[src/verilog/opl_timer_pkg.sv]
// shared constants and types for the OPL timer subsystem
// register numbers, timebase divider and timer prescale values
// packed control and event buses
`default_nettype none

package opl_timer_pkg;

    // register numbers behind address 1
    localparam logic [7:0] reg_timer_a   = 8'h02;
    localparam logic [7:0] reg_timer_b   = 8'h03;
    localparam logic [7:0] reg_timer_ctl = 8'h04;

    // cen pulses per operator strobe
    localparam int OPL_CEN_DIV = 4;
    // operator slots per sample
    localparam int OPL_SLOTS   = 18;

    // counter widths of the timebase
    localparam int CEN_CNT_W  = $clog2(OPL_CEN_DIV);
    localparam int SLOT_CNT_W = $clog2(OPL_SLOTS);

    // sample strobes per timer count
    localparam int TIMER_A_PRESCALE = 1;
    localparam int TIMER_B_PRESCALE = 4;
    // prescaler width, sized for the slower timer
    localparam int TIMER_PRE_W = $clog2(TIMER_B_PRESCALE);

    // controls of one timer
    typedef struct packed {
        logic [7:0] value;
        logic       load;
        logic       flag_en;
    } timer_ctl_t;

    // everything the register block hands to the timers and status
    typedef struct packed {
        timer_ctl_t a;
        timer_ctl_t b;
        logic       clr_flag;
    } timer_ctl_pair_t;

    // one-cycle wrap pulses from the timers
    typedef struct packed {
        logic overflow_a;
        logic overflow_b;
    } timer_evt_t;

endpackage

`default_nettype wire

[src/verilog/opl_clk_div.sv]
// timebase divider
// cen to operator strobe (cenop) and sample strobe (zero)
`timescale 1ns/1ns
`default_nettype none

module opl_clk_div
    import opl_timer_pkg::*;
(
    input  logic clk,
    input  logic rst,
    input  logic cen,
    output logic cenop,
    output logic zero
);

    logic [CEN_CNT_W-1:0]  cen_cnt;
    logic [SLOT_CNT_W-1:0] slot_cnt;
    logic                  cen_last;
    logic                  slot_last;

    // last phase of each counter
    assign cen_last  = cen_cnt == CEN_CNT_W'(OPL_CEN_DIV - 1);
    assign slot_last = slot_cnt == SLOT_CNT_W'(OPL_SLOTS - 1);

    // strobes straight from the counters, no extra latency
    assign cenop = cen & cen_last;
    // sample tick on the last slot
    assign zero  = cenop & slot_last;

    always_ff @(posedge clk) begin
        if (rst) begin
            cen_cnt  <= '0;
            slot_cnt <= '0;
        end else begin
            // cen phase counter
            if (cen) begin
                cen_cnt <= cen_last ? '0 : cen_cnt + 1'b1;
            end
            // slot counter, one step per operator strobe
            if (cenop) begin
                slot_cnt <= slot_last ? '0 : slot_cnt + 1'b1;
            end
        end
    end

endmodule

`default_nettype wire

[src/verilog/opl_reg_decode.sv]
// host register port
// address 0 selects a register, address 1 writes it
// timer values, load bits, flag masks and the one-shot flag clear
`timescale 1ns/1ns
`default_nettype none

module opl_reg_decode
    import opl_timer_pkg::*;
(
    input  logic            clk,
    input  logic            rst,
    input  logic            cenop,
    input  logic [7:0]      din,
    input  logic            addr,
    input  logic            write,
    output timer_ctl_pair_t ctl
);

    // register number latched from address 0
    logic [7:0] sel_reg;

    // control register field decode
    logic       wr_clr;
    logic       wr_mask_a;
    logic       wr_mask_b;
    logic       wr_load_a;
    logic       wr_load_b;

    assign wr_clr    = din[7];
    assign wr_mask_a = din[6];
    assign wr_mask_b = din[5];
    // bits 4..2 have no function here
    assign wr_load_b = din[1];
    assign wr_load_a = din[0];

    // runs every clk, writes are not gated by cen
    always_ff @(posedge clk) begin
        if (rst) begin
            sel_reg           <= 8'h00;
            ctl.a.value       <= 8'h00;
            ctl.a.load        <= 1'b0;
            ctl.a.flag_en     <= 1'b1;
            ctl.b.value       <= 8'h00;
            ctl.b.load        <= 1'b0;
            ctl.b.flag_en     <= 1'b1;
            ctl.clr_flag      <= 1'b0;
        end else begin
            if (write) begin
                if (!addr) begin
                    // address phase
                    sel_reg <= din;
                end else begin
                    // data phase, selected register only
                    case (sel_reg)
                        reg_timer_a: begin
                            ctl.a.value <= din;
                        end
                        reg_timer_b: begin
                            ctl.b.value <= din;
                        end
                        reg_timer_ctl: begin
                            // clear request applies to both flags
                            ctl.clr_flag  <= wr_clr;
                            // mask bits are active high on the bus
                            ctl.a.flag_en <= ~wr_mask_a;
                            ctl.b.flag_en <= ~wr_mask_b;
                            ctl.a.load    <= wr_load_a;
                            ctl.b.load    <= wr_load_b;
                        end
                        default: begin
                            // unknown registers are ignored
                        end
                    endcase
                end
            end else if (cenop) begin
                // once-only bit, drops on the next quiet operator strobe
                ctl.clr_flag <= 1'b0;
            end
        end
    end

endmodule

`default_nettype wire

[src/verilog/opl_status.sv]
// timer status flags and interrupt
// flag set, mask and clear, status byte readback
`timescale 1ns/1ns
`default_nettype none

module opl_status
    import opl_timer_pkg::*;
(
    input  logic            clk,
    input  logic            rst,
    input  timer_ctl_pair_t ctl,
    input  timer_evt_t      evt,
    output logic [7:0]      dout,
    output logic            irq_n
);

    logic flag_a;
    logic flag_b;
    logic flag_a_nx;
    logic flag_b_nx;
    logic irq_nx;
    logic set_a;
    logic set_b;

    // masked overflow only sets its flag
    assign set_a = evt.overflow_a & ctl.a.flag_en;
    assign set_b = evt.overflow_b & ctl.b.flag_en;

    // set wins over a clear in the same cycle
    always_comb begin
        flag_a_nx = set_a | (flag_a & ~ctl.clr_flag);
        flag_b_nx = set_b | (flag_b & ~ctl.clr_flag);
        irq_nx    = flag_a_nx | flag_b_nx;
    end

    // flags, byte and interrupt all update on the same edge
    always_ff @(posedge clk) begin
        if (rst) begin
            flag_a <= 1'b0;
            flag_b <= 1'b0;
            dout   <= 8'h00;
            irq_n  <= 1'b1;
        end else begin
            flag_a <= flag_a_nx;
            flag_b <= flag_b_nx;
            // bit 7 irq, bit 6 flag a, bit 5 flag b
            dout   <= {irq_nx, flag_a_nx, flag_b_nx, 5'b00000};
            // pin is active low
            irq_n  <= ~irq_nx;
        end
    end

endmodule

`default_nettype wire

[src/verilog/opl_timer.sv]
// reloadable 8-bit up-counting timer
// counts sample strobes through a prescaler
// one-cycle overflow pulse on each wrap
`timescale 1ns/1ns
`default_nettype none

module opl_timer
    import opl_timer_pkg::*;
#(
    // sample strobes per count, at most TIMER_B_PRESCALE
    parameter int prescale = TIMER_A_PRESCALE
) (
    input  logic       clk,
    input  logic       rst,
    input  logic       zero,
    input  timer_ctl_t ctl,
    output logic       overflow
);

    logic [7:0]             cnt;
    logic [TIMER_PRE_W-1:0] pre_cnt;
    logic                   load_d;
    logic                   load_rise;
    logic                   pre_last;
    logic                   tick;
    logic                   wrap;

    // start of a run
    assign load_rise = ctl.load & ~load_d;

    // prescaler terminal phase, always true for prescale 1
    assign pre_last  = pre_cnt == TIMER_PRE_W'(prescale - 1);

    // one count step
    assign tick      = ctl.load & zero & pre_last;

    // the step that would pass 255
    assign wrap      = cnt == 8'hff;

    always_ff @(posedge clk) begin
        if (rst) begin
            load_d   <= 1'b0;
            cnt      <= 8'h00;
            pre_cnt  <= '0;
            overflow <= 1'b0;
        end else begin
            load_d   <= ctl.load;
            // pulse by default low
            overflow <= 1'b0;
            if (load_rise) begin
                // preload and restart the prescaler
                cnt     <= ctl.value;
                pre_cnt <= '0;
            end else if (ctl.load && zero) begin
                // prescaler advance
                pre_cnt <= pre_last ? '0 : pre_cnt + 1'b1;
                if (tick) begin
                    if (wrap) begin
                        // reload from the current value register
                        cnt      <= ctl.value;
                        overflow <= 1'b1;
                    end else begin
                        cnt <= cnt + 8'd1;
                    end
                end
            end
            // load low holds the count
        end
    end

endmodule

`default_nettype wire

[src/verilog/opl_timers_top.sv]
// OPL timer subsystem top level
// timebase, register port, timers A and B, status block
`timescale 1ns/1ns
`default_nettype none

module opl_timers_top
    import opl_timer_pkg::*;
(
    input  logic       clk,
    input  logic       rst,
    input  logic       cen,
    input  logic [7:0] din,
    input  logic       addr,
    input  logic       write,
    output logic [7:0] dout,
    output logic       irq_n,
    output logic       sample
);

    // timebase strobes
    logic            cenop;
    logic            zero;

    // register block to timers and status
    timer_ctl_pair_t ctl;

    // timer wrap pulses
    logic            ovf_a;
    logic            ovf_b;
    timer_evt_t      evt;

    assign evt.overflow_a = ovf_a;
    assign evt.overflow_b = ovf_b;

    // sample-rate tick for the outside world
    assign sample = zero;

    opl_clk_div u_div (
        .clk   (clk),
        .rst   (rst),
        .cen   (cen),
        .cenop (cenop),
        .zero  (zero)
    );

    opl_reg_decode u_decode (
        .clk   (clk),
        .rst   (rst),
        .cenop (cenop),
        .din   (din),
        .addr  (addr),
        .write (write),
        .ctl   (ctl)
    );

    // timer A counts every sample
    opl_timer #(
        .prescale (TIMER_A_PRESCALE)
    ) u_timer_a (
        .clk      (clk),
        .rst      (rst),
        .zero     (zero),
        .ctl      (ctl.a),
        .overflow (ovf_a)
    );

    // timer B counts every fourth sample
    opl_timer #(
        .prescale (TIMER_B_PRESCALE)
    ) u_timer_b (
        .clk      (clk),
        .rst      (rst),
        .zero     (zero),
        .ctl      (ctl.b),
        .overflow (ovf_b)
    );

    opl_status u_status (
        .clk   (clk),
        .rst   (rst),
        .ctl   (ctl),
        .evt   (evt),
        .dout  (dout),
        .irq_n (irq_n)
    );

endmodule

`default_nettype wire
[config.mk]
export PLATFORM = sky130hd
export DESIGN_NAME = opl_timers_top
export DESIGN_NICKNAME = d
export VERILOG_FILES = /design/src/verilog/opl_timer_pkg.sv /design/src/verilog/opl_clk_div.sv /design/src/verilog/opl_reg_decode.sv /design/src/verilog/opl_status.sv /design/src/verilog/opl_timer.sv /design/src/verilog/opl_timers_top.sv
export SDC_FILE = /design/constraint.sdc
export NUM_CORES = 1
export LEC_CHECK = 0
export BUFFER_PORTS_ARGS = -buffer_cell sky130_fd_sc_hd__buf_4
export CAP_MARGIN = 20
export CORE_MARGIN = 2
export CORE_UTILIZATION = 35
export DETAILED_ROUTE_END_ITERATION = 8
export GPL_ROUTABILITY_DRIVEN = 0
export PLACE_DENSITY = 0.53
export SETUP_SLACK_MARGIN = 0.5
export SYNTH_ARGS = -nofsm -noshare
export SYNTH_HDL_FRONTEND = slang
export SYNTH_HIERARCHICAL = 1
export SYNTH_SLANG_ARGS = --single-unit
[constraint.sdc]
create_clock -name clk -period 4 [get_ports clk]
set_input_delay 0.8 -clock clk [delete_from_list [all_inputs] [get_ports clk]]
set_output_delay 0.8 -clock clk [all_outputs]
set_load 0.005 [all_outputs]
== Word-level counts from Yosys, hierarchy flattened ==
Cells that the tools add are included.

* Register bits: 71
* Input port bits: 13

* Add/sub/neg operators: 6
* Eq/ne operators: 10
* Multiplexer cells: 18
* Bitwise operators: 26
* Reduce and logical (&&, ||, !) cells: 19

{| class="wikitable"
|+ Operators with widths
! operator !! count
|-
| 2-to-1 mux 8 bit || 8
|-
| adder 8 x 1 -> 8 bit (second input constant) || 2
|-
| equality test 8 x 2 -> 1 bit (second input constant) || 2
|-
| equality test 8 bit (second input constant) || 2
|-
| bitwise AND 1 bit || 12
|-
| AND reduction 3 bit || 4
|-
| NOT 1 bit || 11
|-
| nonzero test 2 bit || 5
|-
| equality test 8 x 3 -> 1 bit (second input constant) || 1
|-
| OR reduction 4 bit || 2
|-
| adder 2 x 1 -> 2 bit (second input constant) || 3
|-
| 2-to-1 mux 1 bit || 6
|-
| 2-to-1 mux 2 bit || 3
|-
| AND reduction 2 bit || 3
|-
| adder 5 x 1 -> 5 bit (second input constant) || 1
|-
| equality test 5 bit (second input constant) || 1
|-
| 2-to-1 mux 5 bit || 1
|-
| equality test 2 bit (second input constant) || 2
|-
| OR reduction 2 bit || 2
|-
| OR 1 bit || 3
|-
| logical AND 1 bit || 2
|-
| logical NOT 2 bit || 1
|-
| inequality test 2 x 1 -> 1 bit (second input constant) || 1
|-
| inequality test 2 bit (second input constant) || 1
|}

== Logic depth before layout (Yosys ltp) ==
Gate-level depths: netlist (run 1).

* Depth after elaboration: 8
* Gate-level depth with buffers: 9
* Mapped depth without buffers: 8

== Cells and area by module ==
Netlist (run 1), hierarchy kept.

{| class="wikitable"
|+ By module, submodules not included
! module !! instances !! cells each !! area each (um2)
|-
| opl_reg_decode || 1 || 110 || 1239.9
|-
| opl_timer (u_timer_a) || 1 || 86 || 709.4
|-
| opl_timer (u_timer_b) || 1 || 86 || 685.7
|-
| opl_clk_div || 1 || 40 || 367.9
|-
| opl_status || 1 || 20 || 187.7
|}

== Worst setup path after synthesis (run 1) ==
No wires, ideal clock.

* Path kind: input port to flip-flop
* Start point: in cen
* End point: reg u_timer_b.cnt[0]
* Setup time: 0.075 ns
* Arrival time: 2.305 ns
* Slack: 1.621 ns
* Cell stages on the path: 8
* Buffers on the path: 2
* Cell sequence: buf_4 nand2_2 nor2_1 nand2_1 a21bo_1 buf_2 or3_1 a31oi_1

* Cells in the longest elaborated chain, start to end: 6

{| class="wikitable"
|+ Ends and longest elaborated chain
! item !! line !! source
|-
| from (decl) || opl_timers_top.sv:11 || <nowiki>input logic cen,</nowiki>
|-
| bitwise AND 1 bit (*) || opl_clk_div.sv:26 || <nowiki>assign cenop = cen & cen_last;</nowiki>
|-
| bitwise AND 1 bit (*) || opl_clk_div.sv:28 || <nowiki>assign zero = cenop & slot_last;</nowiki>
|-
| net sample || opl_timers_top.sv:17 || <nowiki>output logic sample</nowiki>
|-
| bitwise AND 1 bit (2 in a row) || opl_timer.sv:35 || <nowiki>assign tick = ctl.load & zero & pre_last;</nowiki>
|-
| nonzero test 2 bit (no source line) || n/a ||
|-
| AND reduction 2 bit (no source line) (*) || n/a ||
|-
| to (signal assigned) || opl_timer.sv:52 || <nowiki>cnt <= ctl.value;</nowiki>
|-
| to (signal assigned) || opl_timer.sv:60 || <nowiki>cnt <= ctl.value;</nowiki>
|-
| to (signal assigned) || opl_timer.sv:63 || <nowiki>cnt <= cnt + 8'd1;</nowiki>
|-
| to (decl) || opl_timer.sv:20 || <nowiki>logic [7:0] cnt;</nowiki>
|}

Mark *: on every way through the listed nets, which the timed path passes. The rest lies on a longest branch.
A chain may end at the register's enable or synchronous reset.

== Final worst setup path (run 1) ==
* Start point: reg u_div.cen_cnt[0]
* End point: out sample

* Cells in the longest elaborated chain, start to end: 3

{| class="wikitable"
|+ Ends and longest elaborated chain
! item !! line !! source
|-
| from (decl) || opl_clk_div.sv:16 || <nowiki>logic [CEN_CNT_W-1:0] cen_cnt;</nowiki>
|-
| from (signal assigned) || opl_clk_div.sv:37 || <nowiki>cen_cnt <= cen_last ? '0 : cen_cnt + 1'b1;</nowiki>
|-
| equality test 2 bit || opl_clk_div.sv:22 || <nowiki>assign cen_last = cen_cnt == CEN_CNT_W'(OPL_CEN_DIV - 1);</nowiki>
|-
| bitwise AND 1 bit || opl_clk_div.sv:26 ||
|-
| bitwise AND 1 bit || opl_clk_div.sv:28 ||
|-
| to (decl) || opl_timers_top.sv:17 ||
|}

No other way between the ends.

==> insert_results.sql, run 1 <==
INSERT INTO impl_metrics (metric_group, metric, value, unit) VALUES
('clock_tree', 'cts-root-buf', 'clkbuf_8', ''),
('pwr', 'clkPwrFrac', '0.459', ''),
('critical_path', 'crit_slowest_cell', 'nor2_1', ''),
('detailed_routing', 'drc_errors', '0', ''),
('detailed_routing', 'routed_wl', '6390', 'um'),
('critical_path', 'worst-endpoint-required', '3.20', 'ns'),
('timing', 'maxSlewViolCount', '0', ''),
('floorplanning', 'total_core_area', '8760', 'um2'),
('cells_and_area', 'fin_nets', '377', ''),
('clock_tree', 'worst_skew_pair.late_latency', '0.34', 'ns'),
('detailed_routing', 'drt-met1-wl', '3210', 'um'),
('logic_synthesis', 'yosysUniqueCellTypes', '55', ''),
('detailed_routing', 'ant_nets', '0', ''),
('critical_path', 'cp_cell_sequence', 'ha_1 > nand2_2 > nor2_1 > buf_4', ''),
('timing', 'worst_margin_pin_slew', '0.706', 'ns'),
('detailed_routing', 'drt_iter0_markers', '123', ''),
('clock_tree', 'post_cts_resize_count', '0', ''),
('logic_synthesis', 'synthTopCellsByArea', 'dfxtp_1 40%, mux2i_1 9.7%, nand2b_1 6.5%', ''),
('global_routing', 'antenna_found_initial', '0', ''),
('logic_synthesis', 'synth_simple_gate_area_frac', '0.274', ''),
('pwr', 'cellLeakagePower', '1.41', 'nW'),
('critical_path', 'cp_num_buf_inv', '1', ''),
('status', 'status', 'finished clean', ''),
('clock_tree', 'ctsLongestPathBuffers', '2', ''),
('cells_and_area', 'registers.top_by_ff_count', 'u_decode/ctl', ''),
('placement', 'pre_cts_ws', '1.29', 'ns'),
('floorplanning', 'io-pin-count', '23', ''),
('logic_synthesis', 'yosys_register_bits', '64', ''),
('logic_synthesis', 'dominantRegCellSynth', 'dfxtp_1', ''),
('pwr', 'power.sequential.fraction', '0.489', ''),
('global_routing', 'globalRouteOverflowTotal', '0', ''),
('logic_synthesis', 'synth-edff-count', '0', ''),
('critical_path', 'max_fo_critical_path', '11', ''),
('timing', 'post-route-period-util', '0.650', ''),
('cells_and_area', 'drive_above_1_share', '0.147', ''),
('clock_tree', 'ctsHoldBuffers', '0', ''),
('clock_tree', 'cts_htree_levels', '3', ''),
('cells_and_area', 'final_core_util', '0.409', ''),
('pwr', 'intPower', '1.05', 'mW'),
('timing', 'setup_total_negative_slack', '0', 'ns'),
('logic_synthesis', 'postSynth.asyncResetShare', '0', ''),
('logic_synthesis', 'synth-warning-count', '6', ''),
('critical_path', 'worst_r2r_path_depth', '7', ''),
('floorplanning', 'die-height', '99.5', 'um'),
('global_routing', 'vias_in_the_first_global_route', '2163', ''),
('cells_and_area', 'insertedDiodeCount', '0', ''),
('logic_synthesis', 'ys_seq_area_frac', '0.402', ''),
('logic_synthesis', 'biggest_area_consumer_among_synthesized_cells', 'dfxtp_1', ''),
('placement', 'io_buffers', '17', ''),
('detailed_routing', 'average_wire_per_cell_in_the_routed_design', '13.6', 'um'),
('timing', 'fmax', '385', 'MHz'),
('critical_path', 'timing.setup.critical_path_class', 'flip-flop to primary output', ''),
('pwr', 'design_power_total', '1.34', 'mW'),
('detailed_routing', 'met2WireLength', '2860', 'um'),
('critical_path', 'critPathTopFamily', 'simple AND/OR/NAND/NOR gates', ''),
('logic_synthesis', 'synth_commonest_cells', '64 x dfxtp_1, 33 x nand2b_1, 31 x mux2i_1, 22 x nand2_1, 20 x nor2_1', ''),
('logic_synthesis', 'synth-xor-area-share', '0', ''),
('critical_path', 'regToRegSetupSlack', '1.63', 'ns'),
('critical_path', 'worst_setup_path_start_kind', 'flip-flop', ''),
('global_routing', 'global_route.usage.total', '0.140', ''),
('timing', 'final-hold-violation-count', '0', ''),
('logic_synthesis', 'synth_top_family_by_area', 'simple AND/OR/NAND/NOR gates', ''),
('critical_path', 'timing.rr.start', 'u_div/cen_cnt[0]', ''),
('worst_hold_path', 'hold_class', 'flip-flop to flip-flop', ''),
('cells_and_area', 'largest_reg_flops', '21', ''),
('clock_tree', 'numClockSinks', '64', ''),
('critical_path', 'critPathMaxStageDelay', '0.52', 'ns'),
('timing', 'grt_setup_unrepaired', 'no', ''),
('clock_tree', 'clk_transition_reported_paths', '0.06', 'ns'),
('clock_tree', 'post_cts_buffers', '0', ''),
('logic_synthesis', 'synth.cell_area', '3190', 'um2');
==> cell type report <==
class / count / area, um2 / area share
clock buffer: 11 / 141 / 0.0395
clock inverter: 5 / 80.1 / 0.0224
multi-input combinational: 256 / 1790 / 0.499
inverter: 8 / 30.0 / 0.00839
sequential: 64 / 1280 / 0.358
timing repair buffer: 17 / 128 / 0.0356
tap: 108 / 135 / 0.0377
==> cell usage in the layout, fill, tap and decap left out, types with 3 or more instances in the layout <==
cell type and n:
or2_2 3, inv_1 8, dfxtp_1 64, nand2_1 22, nand4_1 9, a21oi_1 17, nor2b_1 8, o31ai_1 5
a31oi_1 10, and3_1 4, nor4_1 4, mux2i_1 31, nand3_1 15, buf_4 17, conb_1 5, ha_1 8
nor2_1 20, o21ai_0 12, or3_1 7, clkbuf_8 10, nor3_1 3, nand3b_1 3, nand2b_1 33
==> per-layer routing <==
layer	vias to the layer above	track usage
li1	1252	-
met2	52	0.201
met3	6	0.0443
met4	0	0.0411
met5	-	0
met1	1109	0.200
==> worst min path at each step <==
stage                         start              endpoint  slack, ns  cells past startpoint
5_1_grt        u_timer_b/pre_cnt[1]  u_timer_b/pre_cnt[1]       0.50                      2
4_1_cts        u_timer_a/pre_cnt[0]  u_timer_a/pre_cnt[0]       0.46                      2
3_5_place_dp   u_timer_a/pre_cnt[0]  u_timer_a/pre_cnt[0]       0.45                      2
2_1_floorplan  u_timer_a/pre_cnt[0]  u_timer_a/pre_cnt[0]       0.43                      2
6_report       u_timer_b/pre_cnt[1]  u_timer_b/pre_cnt[1]       0.46                      2
3_3_place_gp   u_timer_a/pre_cnt[0]  u_timer_a/pre_cnt[0]       0.44                      2
==> cell families (layout without fill, tap and decap cells) <==
| family | count (synthesis) | after routing |
|---|---|---|
| other | 1 | 5 |
| adders and majority gates | 8 | 8 |
| and+or+nand+nor | 146 | 146 |
| AOI/OAI and AO/OA | 64 | 64 |
| muxes | 33 | 33 |
| buffers and inverters | 26 | 41 |
| DFF | 64 | 64 |
==> per-stage QoR <==
stage	cell area [um2]	std cells	hold slack (ns)
after floorplan	3210	346	0.432
after global placement	3360	453	0.441
after detailed placement	3360	453	0.451
after CTS	3580	469	0.462
after global routing	3580	469	0.495
final	3580	469	0.457
==> power groups by stage <==
| stage | combinational (mW) | clock, mW | sequential (mW) |
|---|---|---|---|
| finish | 0.0697 | 0.617 | 0.657 |
| global route | 0.0790 | 0.666 | 0.658 |
| CTS | 0.0713 | 0.638 | 0.657 |
| detailed placement | 0.0711 | 0 | 0.672 |
| global placement | 0.0706 | 0 | 0.671 |
| floorplan | 0.0533 | 0 | 0.669 |
==> worst reg2reg max path, cell delays in order, from the launching register on <==
cell	delay (ns)
dfxtp_1	0.36
ha_1	0.26
nand2_2	0.12
nor2_1	0.52
nand2_1	0.15
a21boi_1	0.54
nand3_1	0.18
a31oi_1	0.18
(Power assumes the default switching activity.)
==> run 2: changes to the inputs <==
==> constraint.sdc (replaced) <==
create_clock -name clk -period 2.6 [get_ports clk]
set_input_delay 0.52 -clock clk [delete_from_list [all_inputs] [get_ports clk]]
set_output_delay 0.52 -clock clk [all_outputs]
set_load 0.005 [all_outputs]
==> insert_results.sql, run 2 (same netlist as run 1, synthesis figures left out) <==
INSERT INTO impl_metrics (metric_group, metric, value, unit) VALUES
('status', 'status', 'finished clean', ''),
('critical_path', 'cp_num_buf_inv', '2', ''),
('global_routing', 'antenna_found_initial', '0', ''),
('timing', 'setup_total_negative_slack', '0', 'ns'),
('critical_path', 'timing.rr.start', 'u_div/slot_cnt[0]', ''),
('cells_and_area', 'nFillCells', '889', ''),
('critical_path', 'crit_slowest_cell', 'dfxtp_1', ''),
('global_routing', 'grt_first_pass_wirelength', '10900', 'um'),
('critical_path', 'worst-endpoint-required', '2.08', 'ns'),
('detailed_routing', 'drt_pass1_iterations', '4', ''),
('global_routing', 'global_route.usage.total', '0.139', ''),
('detailed_routing', 'post_drt_via_cell_ratio', '5.23', ''),
('detailed_routing', 'dr_total_vias', '2462', ''),
('critical_path', 'endpoint_kind', 'primary output', ''),
('critical_path', 'max_fo_critical_path', '5', ''),
('pwr', 'cellLeakagePower', '1.41', 'nW'),
('timing', 'final-hold-violation-count', '0', ''),
('timing', 'worst_margin_pin_slew', '0.723', 'ns'),
('critical_path', 'cp_common_cell', 'buf_4', ''),
('global_routing', 'grt_start_max_net_pins', '79', ''),
('placement', 'io_buffers', '17', ''),
('critical_path', 'critPathMaxStageDelay', '0.40', 'ns'),
('cells_and_area', 'insertedDiodeCount', '0', ''),
('critical_path', 'critPathTopFamily', 'flip-flops', ''),
('detailed_routing', 'routed_wl', '6560', 'um'),
('cells_and_area', 'registers.top_by_ff_count', 'u_decode/ctl', ''),
('clock_tree', 'ctsLongestPathBuffers', '2', ''),
('detailed_routing', 'average_wire_per_cell_in_the_routed_design', '13.9', 'um'),
('detailed_routing', 'ant_nets', '0', ''),
('cells_and_area', 'fin_nets', '380', ''),
('floorplanning', 'io-pin-count', '23', ''),
('placement', 'dp_hpwl', '4570', 'um'),
('timing', 'max-slew-margin-rel', '0.518', ''),
('floorplanning', 'die-height', '99.5', 'um'),
('clock_tree', 'cts-root-buf', 'clkbuf_8', ''),
('detailed_routing', 'drc_errors', '0', ''),
('run', 'max-cap-violations', '0', ''),
('critical_path', 'timing.setup.critical_path_class', 'flip-flop to primary output', ''),
('critical_path', 'timing.critical_path.depth', '5', ''),
('pwr', 'pwr_cell_area', '527', 'nW/um2'),
('critical_path', 'regToRegSetupSlack', '0.63', 'ns'),
('floorplanning', 'die-area', '9900', 'um2'),
('global_routing', 'globalRouteOverflowTotal', '0', ''),
('timing', 'final_skew', '0.0116', 'ns'),
('timing', 'maxSlewViolCount', '0', ''),
('timing', 'post-route-period-util', '0.773', ''),
('clock_tree', 'tritoncts', 'done', ''),
('clock_tree', 'ctsHoldBuffers', '0', ''),
('global_routing', 'vias_in_the_first_global_route', '2252', ''),
('clock_tree', 'numClockSinks', '64', ''),
('pwr', 'vdd_drop_max', '0.231', 'mV'),
('worst_hold_path', 'hold_class', 'input pin to flip-flop', ''),
('critical_path', 'cp_cell_sequence', 'ha_1 > nand4bb_1 > nor2_4 > buf_4 > buf_4', ''),
('pwr', 'design_power_total', '1.88', 'mW'),
('timing', 'grt_setup_unrepaired', 'no', ''),
('clock_tree', 'cts_htree_levels', '3', ''),
('cells_and_area', 'largest_reg_flops', '21', ''),
('critical_path', 'worst_setup_path_start_kind', 'flip-flop', ''),
('timing', 'timing.final.setup_violations', '0', ''),
('critical_path', 'timing.critical_path.arrival', '1.49', 'ns'),
('critical_path', 'startpoint', 'u_div/slot_cnt[0]', ''),
('cells_and_area', 'synthToLayoutAreaGrowth', '11.7', '%'),
('clock_tree', 'clk_transition_reported_paths', '0.07', 'ns'),
('cells_and_area', 'sequential_cell_area', '1280', 'um2'),
('cells_and_area', 'layout_commonest_cell', 'dfxtp_1', ''),
('cells_and_area', 'multi_input_area', '1800', 'um2'),
('worst_hold_path', 'timing.hold.worst.start', 'din[3]', ''),
('cells_and_area', 'most-common-layout-cells', '64 x dfxtp_1, 33 x nand2b_1, 31 x mux2i_1', ''),
('timing', 'fmax', '497', 'MHz'),
('cells_and_area', 'drive_above_1_share', '0.157', ''),
('floorplanning', 'total_core_area', '8760', 'um2'),
('critical_path', 'worst_r2r_path_depth', '8', ''),
('floorplanning', 'floorplan.initialDensity', '0.364', ''),
('floorplanning', 'chipWidth', '99.5', 'um'),
('clock_tree', 'worst_skew_pair.late_latency', '0.34', 'ns'),
('clock_tree', 'numCtsBuffers', '9', ''),
('worst_hold_path', 'min_path_cells', '3', ''),
('timing', 'fin_crit_period', '2.01', 'ns'),
('floorplanning', 'placementRows', '34', ''),
('detailed_routing', 'drt_iter0_markers', '216', '');
## run 2: tightest hold or removal path, stage by stage
cell,delay [ns]
buf_4,0.08
mux2i_1,0.05
nor2_1,0.07
## run 2: path summary, 6_finish.rpt
| path | to |
|---|---|
| min reg2reg | u_timer_a/pre_cnt[0] |
| min | u_decode/sel_reg[3] |
| max | sample |
| max reg2reg | u_timer_b/cnt[0] |
## run 2: per-stage QoR
| step | std cells | hold WS, ns | area [um2] | setup WS, ns | util |
|---|---|---|---|---|---|
| 6_report | 471 | 0.429 | 3560 | 0.590 | 0.407 |
| 5_1_grt | 471 | 0.451 | 3560 | 0.501 | 0.407 |
| 4_1_cts | 470 | 0.418 | 3550 | 0.514 | 0.406 |
| 3_5_place_dp | 455 | 0.449 | 3370 | 0.459 | 0.385 |
| 3_3_place_gp | 455 | 0.446 | 3370 | 0.499 | 0.385 |
| 2_1_floorplan | 346 | 0.432 | 3210 | 0.501 | - |
## run 2: metal layers
| metal | vias to the layer above | wire, um | GRT usage |
|---|---|---|---|
| met5 | - | 0 | 0 |
| met4 | 0 | 143 | 0.0695 |
| li1 | 1259 | - | - |
| met3 | 12 | 199 | 0.0239 |
| met1 | 1150 | 3320 | 0.191 |
| met2 | 41 | 2890 | 0.211 |
## run 2: area by class of cell
cell class                      count  area share
Clock buffer                       12      0.0435
Clock inverter                      3     0.00491
Multi-Input combinational cell    256       0.504
Tap cell                          108      0.0379
Inverter                            8     0.00842
Timing Repair Buffer               20      0.0421
Sequential cell                    64       0.359
## run 2: where the power goes
part	switching (mW)	total [mW]	internal [mW]	leakage (nW)
combinational	0.0599	0.110	0.0498	0.801
clock	0.367	0.756	0.390	0.0882
sequential	0.0160	1.01	0.995	0.517
## run 2: repair_timing
action	in CTS	in global routing
gates resized for setup	2	1
setup endpoints to repair	5	5
setup buffers	0	1
pin swaps	0	1
==> run 3: changes to the inputs <==
--- a/config.mk
+++ b/config.mk
@@ -11,7 +11,7 @@
 export CORE_UTILIZATION = 35
 export DETAILED_ROUTE_END_ITERATION = 8
 export GPL_ROUTABILITY_DRIVEN = 0
-export PLACE_DENSITY = 0.53
+export PLACE_DENSITY = 0.55
 export SETUP_SLACK_MARGIN = 0.5
 export SYNTH_ARGS = -nofsm -noshare
 export SYNTH_HDL_FRONTEND = slang
==> constraint.sdc (replaced) <==
create_clock -name clk -period 1.75 [get_ports clk]
set_input_delay 0.35 -clock clk [delete_from_list [all_inputs] [get_ports clk]]
set_output_delay 0.35 -clock clk [all_outputs]
set_load 0.005 [all_outputs]
==> insert_results.sql, run 3 (same netlist as run 1, synthesis figures left out) <==
INSERT INTO impl_metrics (metric_group, metric, value, unit) VALUES
('global_routing', 'vias_in_the_first_global_route', '2599', ''),
('floorplanning', 'die-height', '99.5', 'um'),
('cells_and_area', 'fin_cells', '505', ''),
('timing', 'fin_crit_period', '1.79', 'ns'),
('placement', 'io_buffers', '17', ''),
('pwr', 'pwr_cell_area', '756', 'nW/um2'),
('global_routing', 'globalRouteOverflowTotal', '0', ''),
('clock_tree', 'ctsHoldBuffers', '0', ''),
('run', 'max-cap-violations', '0', ''),
('timing', 'fmax', '560', 'MHz'),
('cells_and_area', 'fin_nets', '413', ''),
('critical_path', 'worst_setup_path_start_kind', 'flip-flop', ''),
('placement', 'dp_hpwl', '4820', 'um'),
('detailed_routing', 'drt_iter0_markers', '138', ''),
('clock_tree', 'numCtsBuffers', '9', ''),
('timing', 'maxSlewViolCount', '0', ''),
('cells_and_area', 'largest_reg_flops', '21', ''),
('timing', 'max-slew-margin-rel', '0.574', ''),
('timing', 'worst_case_setup_margin_in_the_final_layout', '-0.0360', 'ns'),
('clock_tree', 'cts_htree_levels', '3', ''),
('timing', 'timing.hold.ws', '0.257', 'ns'),
('timing', 'setup_total_negative_slack', '-0.185', 'ns'),
('detailed_routing', 'routed_wl', '7330', 'um'),
('clock_tree', 'cts-root-buf', 'clkbuf_8', ''),
('detailed_routing', 'average_wire_per_cell_in_the_routed_design', '14.5', 'um'),
('critical_path', 'worst_r2r_path_depth', '8', ''),
('cells_and_area', 'registers.top_by_ff_count', 'u_decode/ctl', ''),
('global_routing', 'global_route.usage.total', '0.157', ''),
('timing', 'post-route-period-util', '1.02', ''),
('clock_tree', 'clk_transition_reported_paths', '0.07', 'ns'),
('detailed_routing', 'post_drt_via_cell_ratio', '5.29', ''),
('placement', 'placedInstanceArea', '3520', 'um2'),
('cells_and_area', 'nFillCells', '860', ''),
('critical_path', 'endpoint_kind', 'flip-flop', ''),
('global_routing', 'antenna_found_initial', '0', ''),
('floorplanning', 'io-pin-count', '23', ''),
('status', 'violations', 'setup timing', ''),
('cells_and_area', 'most-common-layout-cells', '59 x dfxtp_1, 41 x buf_4, 32 x nand2b_1', ''),
('global_routing', 'grt_first_pass_wirelength', '12400', 'um'),
('cells_and_area', 'post_route_standard_cell_area_excluding_fillers', '4040', 'um2'),
('detailed_routing', 'ant_nets', '0', ''),
('critical_path', 'max_fo_critical_path', '5', ''),
('cells_and_area', 'sequential_cell_area', '1290', 'um2'),
('placement', 'dpl.cell_count', '471', ''),
('floorplanning', 'die-area', '9900', 'um2'),
('detailed_routing', 'drt_pass1_iterations', '4', ''),
('floorplanning', 'total_core_area', '8760', 'um2'),
('pwr', 'cellLeakagePower', '1.63', 'nW'),
('critical_path', 'timing.critical_path.arrival', '2.04', 'ns'),
('status', 'status', 'finished, violations left', ''),
('critical_path', 'worst-endpoint-required', '2.01', 'ns'),
('worst_hold_path', 'timing.hold.worst.start', 'din[3]', ''),
('critical_path', 'timing.setup.critical_path_class', 'flip-flop to flip-flop', ''),
('worst_hold_path', 'hold_class', 'input pin to flip-flop', ''),
('floorplanning', 'floorplan.initialDensity', '0.364', ''),
('worst_hold_path', 'min_delay_worst_endpoint', 'u_decode/sel_reg[3]', ''),
('clock_tree', 'numClockSinks', '64', ''),
('timing', 'timing.final.setup_violations', '10', ''),
('detailed_routing', 'dr_total_vias', '2669', ''),
('cells_and_area', 'synthToLayoutAreaGrowth', '26.6', '%'),
('cells_and_area', 'layout_commonest_cell', 'dfxtp_1', ''),
('worst_hold_path', 'min_path_cells', '3', ''),
('detailed_routing', 'drc_errors', '0', ''),
('cells_and_area', 'multi_input_area', '1950', 'um2'),
('global_routing', 'grt_start_max_net_pins', '69', ''),
('floorplanning', 'placementRows', '34', ''),
('clock_tree', 'worst_skew_pair.late_latency', '0.33', 'ns'),
('critical_path', 'timing.rr.start', 'u_div/slot_cnt[1]', ''),
('pwr', 'vdd_drop_max', '0.410', 'mV'),
('timing', 'final_skew', '0.00726', 'ns'),
('pwr', 'design_power_total', '3.05', 'mW'),
('cells_and_area', 'insertedDiodeCount', '0', ''),
('timing', 'worst_margin_pin_slew', '0.640', 'ns'),
('timing', 'final-hold-violation-count', '0', ''),
('floorplanning', 'chipWidth', '99.5', 'um'),
('critical_path', 'regToRegSetupSlack', '-0.04', 'ns'),
('timing', 'grt_setup_unrepaired', 'yes', ''),
('clock_tree', 'ctsLongestPathBuffers', '2', ''),
('critical_path', 'crit-reg2reg-capture', 'u_timer_b/cnt[4]', ''),
('cells_and_area', 'drive_above_1_share', '0.290', ''),
('clock_tree', 'tritoncts', 'done', '');
run 3: cell type report:
cell class                      count  area share
Timing Repair Buffer               51       0.104
Multi-Input combinational cell    258       0.483
Clock inverter                      2     0.00867
Inverter                            8     0.00743
Sequential cell                    64       0.319
Tap cell                          108      0.0334
Clock buffer                       14      0.0452
run 3: critical path, cell delays in order, from the launching register on:
cell,delay [ns]
dfxtp_2,0.33
inv_2,0.07
ha_4,0.13
nand4bb_4,0.13
nor2_4,0.19
buf_6,0.13
nand4_1,0.17
or3_1,0.41
a31oi_1,0.16
run 3: per-layer routing:
metal / vias up / track usage / share of wire
li1: 1333 / - / -
met1: 1253 / 0.200 / 0.46
met2: 69 / 0.247 / 0.47
met3: 14 / 0.0492 / 0.048
met4: 0 / 0.0622 / 0.018
met5: - / 0 / 0
run 3: worst max path at each step:
stage	slack, ns	startpoint	endpoint	cells past startpoint
after global placement	-0.01	u_div/slot_cnt[1]	u_timer_a/cnt[0]	8
after global routing	-0.15	u_div/slot_cnt[1]	u_timer_b/cnt[4]	8
after detailed placement	-0.08	u_div/slot_cnt[1]	u_timer_a/cnt[0]	8
final	-0.04	u_div/slot_cnt[1]	u_timer_b/cnt[4]	8
after floorplan	-0.004	u_div/slot_cnt[1]	u_timer_a/cnt[0]	9
after CTS	0.003	u_div/slot_cnt[1]	sample	6
run 3: where the power goes:
group / leakage (nW) / switching [mW] / internal (mW)
clock network: 0.113 / 0.548 / 0.813
registers: 0.520 / 0.0276 / 1.48
logic: 0.994 / 0.0951 / 0.0911
run 3: timing repair:
item,CTS,global route
setup endpoints to repair,48,49
cloned,1,1
pin swaps,12,9
hold endpoints to repair,0,0
gates resized for setup,22,21
buffers inserted,11,5
run 3: per-stage QoR:
| step | setup WS (ns) | utilization |
|---|---|---|
| floorplan | -0.00359 | - |
| global placement | -0.0140 | 0.401 |
| detailed placement | -0.0797 | 0.401 |
| CTS | 0.00341 | 0.447 |
| global route | -0.153 | 0.461 |
| finish | -0.0360 | 0.461 |
